**src/source/cga_pkg.sv**
```systemverilog
// ----------------------------------------------------------
// CGA shared definitions
// Control-word field positions, command codes, sequencing
// kinds and the interrupt level type
// ----------------------------------------------------------

package cga_pkg;

  // Control-store address width, 8K words
  localparam int csa_width_default = 13;

  // Command field CSCOMM
  localparam int comm_msb = 36;
  localparam int comm_lsb = 32;

  // Single-bit sequencing controls
  localparam int vect_bit  = 25; // CSVECT
  localparam int scond_bit = 24; // CSSCOND
  localparam int loop_bit  = 22; // CSLOOP

  // Immediate field CSBIT_15_0
  localparam int data_msb = 15;
  localparam int data_lsb = 0;

  // Commands handled by this part of the gate array
  // Other codes are ALU work and act as nop here
  typedef enum logic [4:0] {
    comm_nop   = 5'h00,
    comm_ion   = 5'h05, // Interrupt system on
    comm_iof   = 5'h06, // Interrupt system off
    comm_ldcnt = 5'h0c, // Loop counter from immediate
    comm_ldpil = 5'h11  // PIL from immediate 3:0
  } comm_t;

  // Resolved sequencing kind of one microword
  typedef enum logic [1:0] {
    seq_next   = 2'd0,
    seq_vector = 2'd1,
    seq_loop   = 2'd2,
    seq_cond   = 2'd3
  } seq_kind_t;

  // Program interrupt level, 0..15
  typedef logic [3:0] level_t;

endpackage

```
**src/source/cga_int_unit.sv**
```systemverilog
// ----------------------------------------------------------
// CGA interrupt unit
// Takes the external interrupt lines on the ALU strobe, keeps
// pending and enable registers per level and encodes the
// highest pending and enabled level
// ----------------------------------------------------------
`timescale 1ns/1ps

module cga_int_unit (
  input  logic            sysclk,
  input  logic            rst_n,
  input  logic            aluclk,     // One strobe per microinstruction
  input  logic            ibint10_n,  // Level 10 line, active low
  input  logic            ibint11_n,  // Level 11
  input  logic            ibint12_n,  // Level 12
  input  logic            ibint13_n,  // Level 13
  input  logic            ibint15_n,  // Level 15
  input  logic [15:0]     cd,         // Command/data bus, enable source
  input  logic            pie_load,   // Copy cd into enable register
  input  logic            int_ack,    // Sequencer took a vector
  input  cga_pkg::level_t ack_level,  // Level that was taken
  output logic            int_any,
  output cga_pkg::level_t int_level
);

  import cga_pkg::*;

  logic [15:0] pending_q;   // PID, one bit per level
  logic [15:0] enable_q;    // PIE
  logic [15:0] set_vec;     // Lines seen this strobe
  logic [15:0] clr_vec;     // Acknowledged level
  logic [15:0] req_vec;
  level_t      level_enc;

  // Line latch, only sampled in the strobe cycle
  always_comb begin
    set_vec = '0;
    if (aluclk) begin
      set_vec[10] = ~ibint10_n;
      set_vec[11] = ~ibint11_n;
      set_vec[12] = ~ibint12_n;
      set_vec[13] = ~ibint13_n;
      set_vec[15] = ~ibint15_n; // No line for level 14
    end
  end

  // One-hot clear of the acknowledged level
  always_comb begin
    clr_vec = '0;
    if (int_ack) clr_vec[ack_level] = 1'b1;
  end

  // Set wins over clear on the same bit
  always_ff @(posedge sysclk or negedge rst_n) begin
    if (!rst_n) begin
      pending_q <= '0;
    end else begin
      pending_q <= (pending_q & ~clr_vec) | set_vec;
    end
  end

  // All levels enabled out of reset
  always_ff @(posedge sysclk or negedge rst_n) begin
    if (!rst_n) begin
      enable_q <= '1;
    end else if (pie_load) begin
      enable_q <= cd;
    end
  end

  assign req_vec = pending_q & enable_q;

  // Highest set bit wins, scan upwards
  always_comb begin
    level_enc = '0;
    for (int i = 0; i < 16; i++) begin
      if (req_vec[i]) level_enc = level_t'(i);
    end
  end

  assign int_any   = |req_vec;
  assign int_level = level_enc;

  // Sequencer must only acknowledge a level that is really pending
  a_ack_pending : assert property (
    @(posedge sysclk) disable iff (!rst_n)
    int_ack |-> pending_q[ack_level]
  ) else $error("int_ack for level %0d which is not pending", ack_level);

endmodule

```
**src/source/cga_microword_decode.sv**
```systemverilog
// ----------------------------------------------------------
// CGA microword decoder
// Registers the control-store word on the ALU strobe and
// reduces it to command, sequencing kind and immediates
// ----------------------------------------------------------
`timescale 1ns/1ps

module cga_microword_decode #(
  parameter int CSA_WIDTH = cga_pkg::csa_width_default
) (
  input  logic                  sysclk,
  input  logic                  rst_n,
  input  logic                  aluclk,      // Word is stable in this cycle
  input  logic [63:0]           csbits,      // Control-store word
  output logic                  word_valid,  // One cycle after the strobe
  output cga_pkg::seq_kind_t    seq_kind,
  output cga_pkg::comm_t        comm,
  output logic [CSA_WIDTH-1:0]  target,      // Jump / vector base
  output logic [15:0]           loop_data    // Immediate field
);

  import cga_pkg::*;

  logic [63:0] word_q;      // Whole microword, ALU fields ride along
  logic        valid_q;
  logic        vect;
  logic        loop;
  logic        scond;
  logic [15:0] data;

  // Payload, held until the next strobe
  always_ff @(posedge sysclk) begin
    if (aluclk) word_q <= csbits;
  end

  // Strobe delayed by one, single-cycle pulse
  always_ff @(posedge sysclk or negedge rst_n) begin
    if (!rst_n) begin
      valid_q <= 1'b0;
    end else begin
      valid_q <= aluclk;
    end
  end

  // Field extraction
  assign vect  = word_q[vect_bit];
  assign loop  = word_q[loop_bit];
  assign scond = word_q[scond_bit];
  assign data  = word_q[data_msb:data_lsb];

  // Codes outside the enum fall through as nop in the sequencer
  assign comm = comm_t'(word_q[comm_msb:comm_lsb]);

  // Vect above loop above scond
  always_comb begin
    if (vect) begin
      seq_kind = seq_vector;
    end else if (loop) begin
      seq_kind = seq_loop;
    end else if (scond) begin
      seq_kind = seq_cond;
    end else begin
      seq_kind = seq_next;
    end
  end

  assign target     = data[CSA_WIDTH-1:0]; // Address part of immediate
  assign loop_data  = data;
  assign word_valid = valid_q;

  // Control word must be fully known when the strobe takes it
  a_word_known : assert property (
    @(posedge sysclk) disable iff (!rst_n)
    aluclk |-> !$isunknown(csbits)
  ) else $error("control word has unknown bits in a strobe cycle");

endmodule

```
**src/source/cga_sequencer.sv**
```systemverilog
// ----------------------------------------------------------
// CGA sequencer
// Next control-store address, loop counter, program
// interrupt level and interrupt-system-on flag
// ----------------------------------------------------------
`timescale 1ns/1ps

module cga_sequencer #(
  parameter int CSA_WIDTH = cga_pkg::csa_width_default
) (
  input  logic                  sysclk,
  input  logic                  rst_n,
  input  logic                  word_valid,  // Decoded word present
  input  cga_pkg::seq_kind_t    seq_kind,
  input  cga_pkg::comm_t        comm,
  input  logic [CSA_WIDTH-1:0]  target,
  input  logic [15:0]           loop_data,
  input  logic                  acond,       // ALU condition level
  input  logic                  int_any,     // Something pending and enabled
  input  cga_pkg::level_t       int_level,   // Highest such level
  output logic                  int_ack,     // Vector taken this cycle
  output cga_pkg::level_t       ack_level,
  output logic [CSA_WIDTH-1:0]  csa,         // Control-store address
  output cga_pkg::level_t       pil,         // Program interrupt level
  output logic                  intrq_n,     // Interrupt request, active low
  output logic                  ioni         // Interrupt system on
);

  import cga_pkg::*;

  logic [CSA_WIDTH-1:0] csa_q;
  logic [CSA_WIDTH-1:0] csa_next;
  logic [CSA_WIDTH-1:0] csa_inc;
  logic [CSA_WIDTH-1:0] csa_vect;
  logic [15:0]          cnt_q;     // Loop counter
  logic [15:0]          cnt_next;
  level_t               pil_q;
  level_t               pil_next;
  logic                 ioni_q;
  logic                 ioni_next;
  logic                 request;
  logic                 vector_take;

  // Request only above the running level
  assign request     = ioni_q && int_any && (int_level > pil_q);
  assign vector_take = word_valid && (seq_kind == seq_vector) && request;

  assign csa_inc  = csa_q + 1'b1;                     // Wraps at width
  assign csa_vect = {target[CSA_WIDTH-1:4], int_level}; // Level into low nibble

  // Address and loop counter
  always_comb begin
    csa_next = csa_q;
    cnt_next = cnt_q;
    if (word_valid) begin
      unique case (seq_kind)
        seq_vector: csa_next = request ? csa_vect : csa_inc;
        seq_loop: begin
          if (cnt_q != '0) begin
            cnt_next = cnt_q - 1'b1;
            csa_next = target;
          end else begin
            csa_next = csa_inc; // Count done, fall through
          end
        end
        seq_cond: csa_next = acond ? target : csa_inc;
        default:  csa_next = csa_inc; // seq_next
      endcase
      if (comm == comm_ldcnt) cnt_next = loop_data; // Load beats decrement
    end
  end

  // Level and interrupt system flag
  always_comb begin
    pil_next  = pil_q;
    ioni_next = ioni_q;
    if (word_valid) begin
      case (comm)
        comm_ion:   ioni_next = 1'b1;
        comm_iof:   ioni_next = 1'b0;
        comm_ldpil: pil_next  = loop_data[3:0];
        default:    ;
      endcase
      if (vector_take) pil_next = int_level; // Vectoring wins over ldpil
    end
  end

  always_ff @(posedge sysclk or negedge rst_n) begin
    if (!rst_n) begin
      csa_q  <= '0;
      cnt_q  <= '0;
      pil_q  <= '0;
      ioni_q <= 1'b0;
    end else begin
      csa_q  <= csa_next;
      cnt_q  <= cnt_next;
      pil_q  <= pil_next;
      ioni_q <= ioni_next;
    end
  end

  assign int_ack   = vector_take;
  assign ack_level = int_level;
  assign csa       = csa_q;
  assign pil       = pil_q;
  assign ioni      = ioni_q;
  assign intrq_n   = ~request;

  // Decoded word and interrupt inputs known whenever a word is acted on
  a_word_inputs : assert property (
    @(posedge sysclk) disable iff (!rst_n)
    word_valid |-> !$isunknown({seq_kind, comm, target, loop_data, acond, int_any, int_level})
  ) else $error("decoded word or interrupt inputs unknown while word_valid is high");

endmodule

```
**src/source/cga_top.sv**
```systemverilog
// ----------------------------------------------------------
// CGA control top
// Interrupt unit and microword decoder side by side, feeding
// the control-store sequencer
// ----------------------------------------------------------
`timescale 1ns/1ps

module cga_top #(
  parameter int CSA_WIDTH = cga_pkg::csa_width_default
) (
  input  logic                  sysclk,
  input  logic                  rst_n,
  input  logic                  aluclk,     // ALU step strobe
  input  logic [63:0]           csbits,     // Control-store word
  input  logic                  ibint10_n,
  input  logic                  ibint11_n,
  input  logic                  ibint12_n,
  input  logic                  ibint13_n,
  input  logic                  ibint15_n,
  input  logic [15:0]           cd,         // Command/data bus
  input  logic                  pie_load,   // Enable register load
  input  logic                  acond,      // ALU condition
  output logic [CSA_WIDTH-1:0]  csa,
  output cga_pkg::level_t       pil,
  output logic                  intrq_n,
  output logic                  ioni
);

  import cga_pkg::*;

  // Interrupt unit to sequencer
  logic   int_any;
  level_t int_level;

  // Decoder to sequencer
  logic                 word_valid;
  seq_kind_t            seq_kind;
  comm_t                comm;
  logic [CSA_WIDTH-1:0] target;
  logic [15:0]          loop_data;

  // Sequencer back to interrupt unit
  logic   int_ack;
  level_t ack_level;

  cga_int_unit int_unit_i (
    .sysclk    (sysclk),
    .rst_n     (rst_n),
    .aluclk    (aluclk),
    .ibint10_n (ibint10_n),
    .ibint11_n (ibint11_n),
    .ibint12_n (ibint12_n),
    .ibint13_n (ibint13_n),
    .ibint15_n (ibint15_n),
    .cd        (cd),
    .pie_load  (pie_load),
    .int_ack   (int_ack),
    .ack_level (ack_level),
    .int_any   (int_any),
    .int_level (int_level)
  );

  cga_microword_decode #(
    .CSA_WIDTH (CSA_WIDTH)
  ) decode_i (
    .sysclk     (sysclk),
    .rst_n      (rst_n),
    .aluclk     (aluclk),
    .csbits     (csbits),
    .word_valid (word_valid),
    .seq_kind   (seq_kind),
    .comm       (comm),
    .target     (target),
    .loop_data  (loop_data)
  );

  // Two sysclk behind the strobe
  cga_sequencer #(
    .CSA_WIDTH (CSA_WIDTH)
  ) sequencer_i (
    .sysclk     (sysclk),
    .rst_n      (rst_n),
    .word_valid (word_valid),
    .seq_kind   (seq_kind),
    .comm       (comm),
    .target     (target),
    .loop_data  (loop_data),
    .acond      (acond),
    .int_any    (int_any),
    .int_level  (int_level),
    .int_ack    (int_ack),
    .ack_level  (ack_level),
    .csa        (csa),
    .pil        (pil),
    .intrq_n    (intrq_n),
    .ioni       (ioni)
  );

endmodule

```
**config.mk**
```make
export PLATFORM = sky130hd
export DESIGN_NAME = cga_top
export DESIGN_NICKNAME = d
export VERILOG_FILES = /design/src/source/cga_pkg.sv /design/src/source/cga_int_unit.sv /design/src/source/cga_microword_decode.sv /design/src/source/cga_sequencer.sv /design/src/source/cga_top.sv
export SDC_FILE = /design/constraint.sdc
export NUM_CORES = 1
export LEC_CHECK = 0
export BUFFER_PORTS_ARGS = -buffer_cell sky130_fd_sc_hd__buf_4
export CORE_MARGIN = 5
export CORE_UTILIZATION = 55
export CTS_CLUSTER_DIAMETER = 60
export DETAILED_ROUTE_END_ITERATION = 12
export GPL_TIMING_DRIVEN = 0
export PLACE_DENSITY = 0.88
export SLEW_MARGIN = 20
export SYNTH_ARGS = -nofsm -noshare
export SYNTH_HDL_FRONTEND = slang
export SYNTH_HIERARCHICAL = 1
export SYNTH_SLANG_ARGS = --single-unit
```
**constraint.sdc**
```tcl
create_clock -name sysclk -period 3.1 [get_ports sysclk]
set_input_delay 0.31 -clock sysclk [delete_from_list [all_inputs] [get_ports sysclk]]
set_output_delay 0.31 -clock sysclk [all_outputs]
set_load 0.01 [all_outputs]
```
==> results.yml <==
clocking:
  numCtsBuffers: 9
  clk_path_buf_depth: 2
  post_cts_hold_buffer_count: 0
  count_of_h_tree_levels_built_during_cts: 3
  clock_tree_from_tritoncts: "yes"
  clk_pin_slew_ns: 0.09
  tritoncts_num_sinks: 91
  insertion_delay_to_the_later_sink_of_the_worst_skew_pair_ns: 0.37
  cts_root_buf: "sky130_fd_sc_hd__clkbuf_8"
critical_path:
  worst_r2r_path_depth: 11
  cp_max_fo: 9
  worstPathArrival_ns: 3.42
  worst_ep_required_time_ns: 3.34
  criticalPathCategory: "reg -> reg"
  critPathCaptureType: "flop"
  worstSetupStartpointType: "flop"
timing:
  worst-slew-pin-transition_ns: 0.850
  final.setup.worst_slack_ns: -0.0882
  final_slew_viol_count: 0
  timing.hold.ws_ns: 0.0371
  achievable-frequency_mhz: 314
  timing.setup.tns_ns: -0.179
  max-slew-margin-rel_pct: 43.3
  final.setup_skew_ns: 0.0111
  grt_setup_unrepaired: "true"
  fin_crit_ns: 3.19
  report.final.setup_viol: 4
  timing.final.crit_share_pct: 103
  report.final.hold_viol_count: 0
synth:
  avgSynthCellArea_sq_um: 9.99
  synth_cells: 485
  ys_types: 63
  synth_mux_area_share_pct: 4.75
  synth_seq_area_share_pct: 49.9
  flop_and_latch_count_out_of_synthesis: 91
  post_synth_and_or_nand_nor_area_fraction_pct: 16.0
  synthXorXnorAreaFrac_pct: 0.181
  yosys.area_share.adder_pct: 1.55
  synth-main-ff-cell: "sky130_fd_sc_hd__dfrtp_1"
  synth_compound_gate_area_share_pct: 19.0
  largest_family_of_logic_cells_by_synthesized_area: "compound AO/OA/AOI/OAI gates"
  async_flop_share_pct: 73.6
  synth.net_count: 581
  synth_enable_flop_cells: 24
  synthesized_area_sq_mm: 0.00485
  synth_warnings: 6
placement:
  place_congestion: 0.897
  numPlacedInstances: 660
  placed_area_sq_mm: 0.00549
  place.port_buffers: 67
  dpl.hpwl_um: 8380
layout:
  finish.instance_area_sq_mm: 0.00590
  design.final.nets: 667
  antenna_cells_inserted: 0
  layout-drive-gt1-share_pct: 33.0
  non_filler_instances: 684
  layout-area-overhead-vs-synth_pct: 21.7
global_routing:
  grt_first_pass_wirelength_um: 19500
  global_route.usage.total_pct: 21.8
  grt_max_degree: 68
  first_global_vias: 4046
  number_of_antenna_violations_at_the_first_check_in_global_routing: 0
  grt_overflow: 0
power:
  sequentialPowerShare_pct: 45.6
  p_sw_mw: 1.30
  netSwitchingFraction_pct: 33.4
  comb_power_share_pct: 29.9
  total_power_mw: 3.88
  p_leak_nw: 2.53
  powerDensity_mw_per_mm2: 658
  clockPowerShare_pct: 24.5
  intPower_mw: 2.58
  vdd_ir_drop_max_mv: 0.320
run_status:
  status: "complete, but fails checks"
  violated_checks: "negative setup slack"
hold_path:
  hold_path.class: "in -> async"
routing:
  drt_wl_total_um: 12600
  drcViolationCount: 0
  drt_first_iter_violations: 369
  vias: 4276
  route.detailed.wl_per_inst_um: 18.4
  vias_per_cell: 6.25
  detail_route.first_pass.iterations: 5
  ant_nets: 0
floorplan:
  area_of_the_die_sq_mm: 0.0108
  floorplan.rows: 34
  fp.coreArea_sq_mm: 0.00864
  top_level_ports: 109
  die_h_um: 104
  floorplan.die.width_um: 104
  initial_core_util_pct: 56.1
flow_run:
  max_cap_violations: 0
[stage by stage]
step	util (%)	worst slack, ns
final	68.3	-0.0882
after global routing	68.3	-0.194
after CTS	66.5	0.00411
after detailed placement	63.5	-0.277
after global placement	63.5	-0.247
after floorplan	-	0.234
[critical path, stage by stage (launching register included)]
cell and delay (ns):
sky130_fd_sc_hd__dfstp_2 0.55, sky130_fd_sc_hd__a22o_1 0.15, sky130_fd_sc_hd__and3b_1 0.19, sky130_fd_sc_hd__o21ai_1 0.44, sky130_fd_sc_hd__ha_1 0.35, sky130_fd_sc_hd__nand4_1 0.10
sky130_fd_sc_hd__nand4_1 0.20, sky130_fd_sc_hd__a211o_2 0.46, sky130_fd_sc_hd__inv_2 0.12, sky130_fd_sc_hd__nand3_1 0.16, sky130_fd_sc_hd__o31ai_1 0.21, sky130_fd_sc_hd__o21ai_0 0.13
[cells by family after synthesis]
kind of cell / Yosys count
XOR/XNOR: 1
adder cells (fa/ha/maj): 6
multiplexers: 21
AO/OA/AOI/OAI: 140
buffers and inverters: 73
AND/OR/NAND/NOR: 153
flip-flops: 91
[registers in the layout, summed over array words and instances, names as in the netlist]
| register | cells |
|---|---|
| sequencer_i/ioni | 1 |
| sequencer_i/csa | 13 |
| int_unit_i/enable_q | 16 |
| sequencer_i/pil | 4 |
| int_unit_i/pending_q | 16 |
| decode_i/word_q | 24 |
| decode_i/word_valid | 1 |
| sequencer_i/cnt_q | 16 |
[final cells by class]
type / instances / area, sq um
buffer: 53 / 352
clock buffer: 11 / 131
clock inverter: 5 / 101
fill: 631 / 2740
inverter: 18 / 67.6
multi-input combinational: 322 / 2120
sequential: 91 / 2420
tap: 108 / 135
timing repair buffer: 76 / 576
[metal layers]
metal | GRT usage [%] | vias up | wire [um]
met2 | 34.0 | 276 | 5910
met5 | 0 | - | 0
met3 | 5.21 | 43 | 1280
met1 | 29.4 | 2039 | 5000
met4 | 9.16 | 0 | 357
li1 | - | 1918 | -
[final timing paths]
check                                         from                  endpoint  slack [ns]
hold reg to reg            int_unit_i/pending_q[7]   int_unit_i/pending_q[7]        0.50
setup reg to reg            int_unit_i/enable_q[5]  int_unit_i/pending_q[12]       -0.09
setup / recovery            int_unit_i/enable_q[5]  int_unit_i/pending_q[12]       -0.09
max in group asynchronous                    rst_n     sequencer_i/cnt_q[14]        2.49
min in group sysclk                      ibint11_n  int_unit_i/pending_q[11]        0.11
hold / removal                               rst_n   int_unit_i/pending_q[6]        0.04
[cell usage in the layout (no fill, tap or decap), types with 9 or more instances in the layout]
| cell type | n |
|---|---|
| sky130_fd_sc_hd__dfrtp_1 | 51 |
| sky130_fd_sc_hd__clkbuf_8 | 9 |
| sky130_fd_sc_hd__nand3_1 | 21 |
| sky130_fd_sc_hd__nor2_1 | 40 |
| sky130_fd_sc_hd__a21oi_1 | 29 |
| sky130_fd_sc_hd__nor3_1 | 15 |
| sky130_fd_sc_hd__clkbuf_1 | 14 |
| sky130_fd_sc_hd__inv_1 | 17 |
| sky130_fd_sc_hd__buf_4 | 111 |
| sky130_fd_sc_hd__o21ai_0 | 36 |
| sky130_fd_sc_hd__dfstp_2 | 16 |
| sky130_fd_sc_hd__mux2_2 | 16 |
| sky130_fd_sc_hd__nand2_1 | 31 |
| sky130_fd_sc_hd__edfxtp_1 | 24 |
[Yosys cell counts (6+ instances only)]
master                     count  area (sq um)
sky130_fd_sc_hd__a21oi_1      31           155
sky130_fd_sc_hd__buf_4        38           285
sky130_fd_sc_hd__clkbuf_1     14          52.6
sky130_fd_sc_hd__dfrtp_1      51          1280
sky130_fd_sc_hd__dfstp_2      16           420
sky130_fd_sc_hd__edfxtp_1     24           721
sky130_fd_sc_hd__ha_1          6          75.1
sky130_fd_sc_hd__inv_1        18          67.6
sky130_fd_sc_hd__mux2_2       16           180
sky130_fd_sc_hd__nand2_1      31           116
sky130_fd_sc_hd__nand3_1      21           105
sky130_fd_sc_hd__nor2_1       40           150
sky130_fd_sc_hd__nor3_1       17          85.1
sky130_fd_sc_hd__o21ai_0      40           200
[power groups by stage]
stage               logic, mW  registers (mW)  clock network (mW)
CTS                      1.08            1.76               0.964
finish                   1.16            1.77               0.950
floorplan               0.665            1.74                   0
global route             1.26            1.81                1.01
detailed placement       1.06            1.78                   0
global placement         1.01            1.76                   0
[timing repair]
| action | 4_1_cts | 5_1_grt |
|---|---|---|
| endpoints found under the setup margin | 28 | 28 |
| gates cloned | 0 | 2 |
| gates resized for setup | 7 | 27 |
| buffers inserted | 2 | 6 |
| pin swaps | 3 | 16 |
Power figures use the tool's default switching activity.
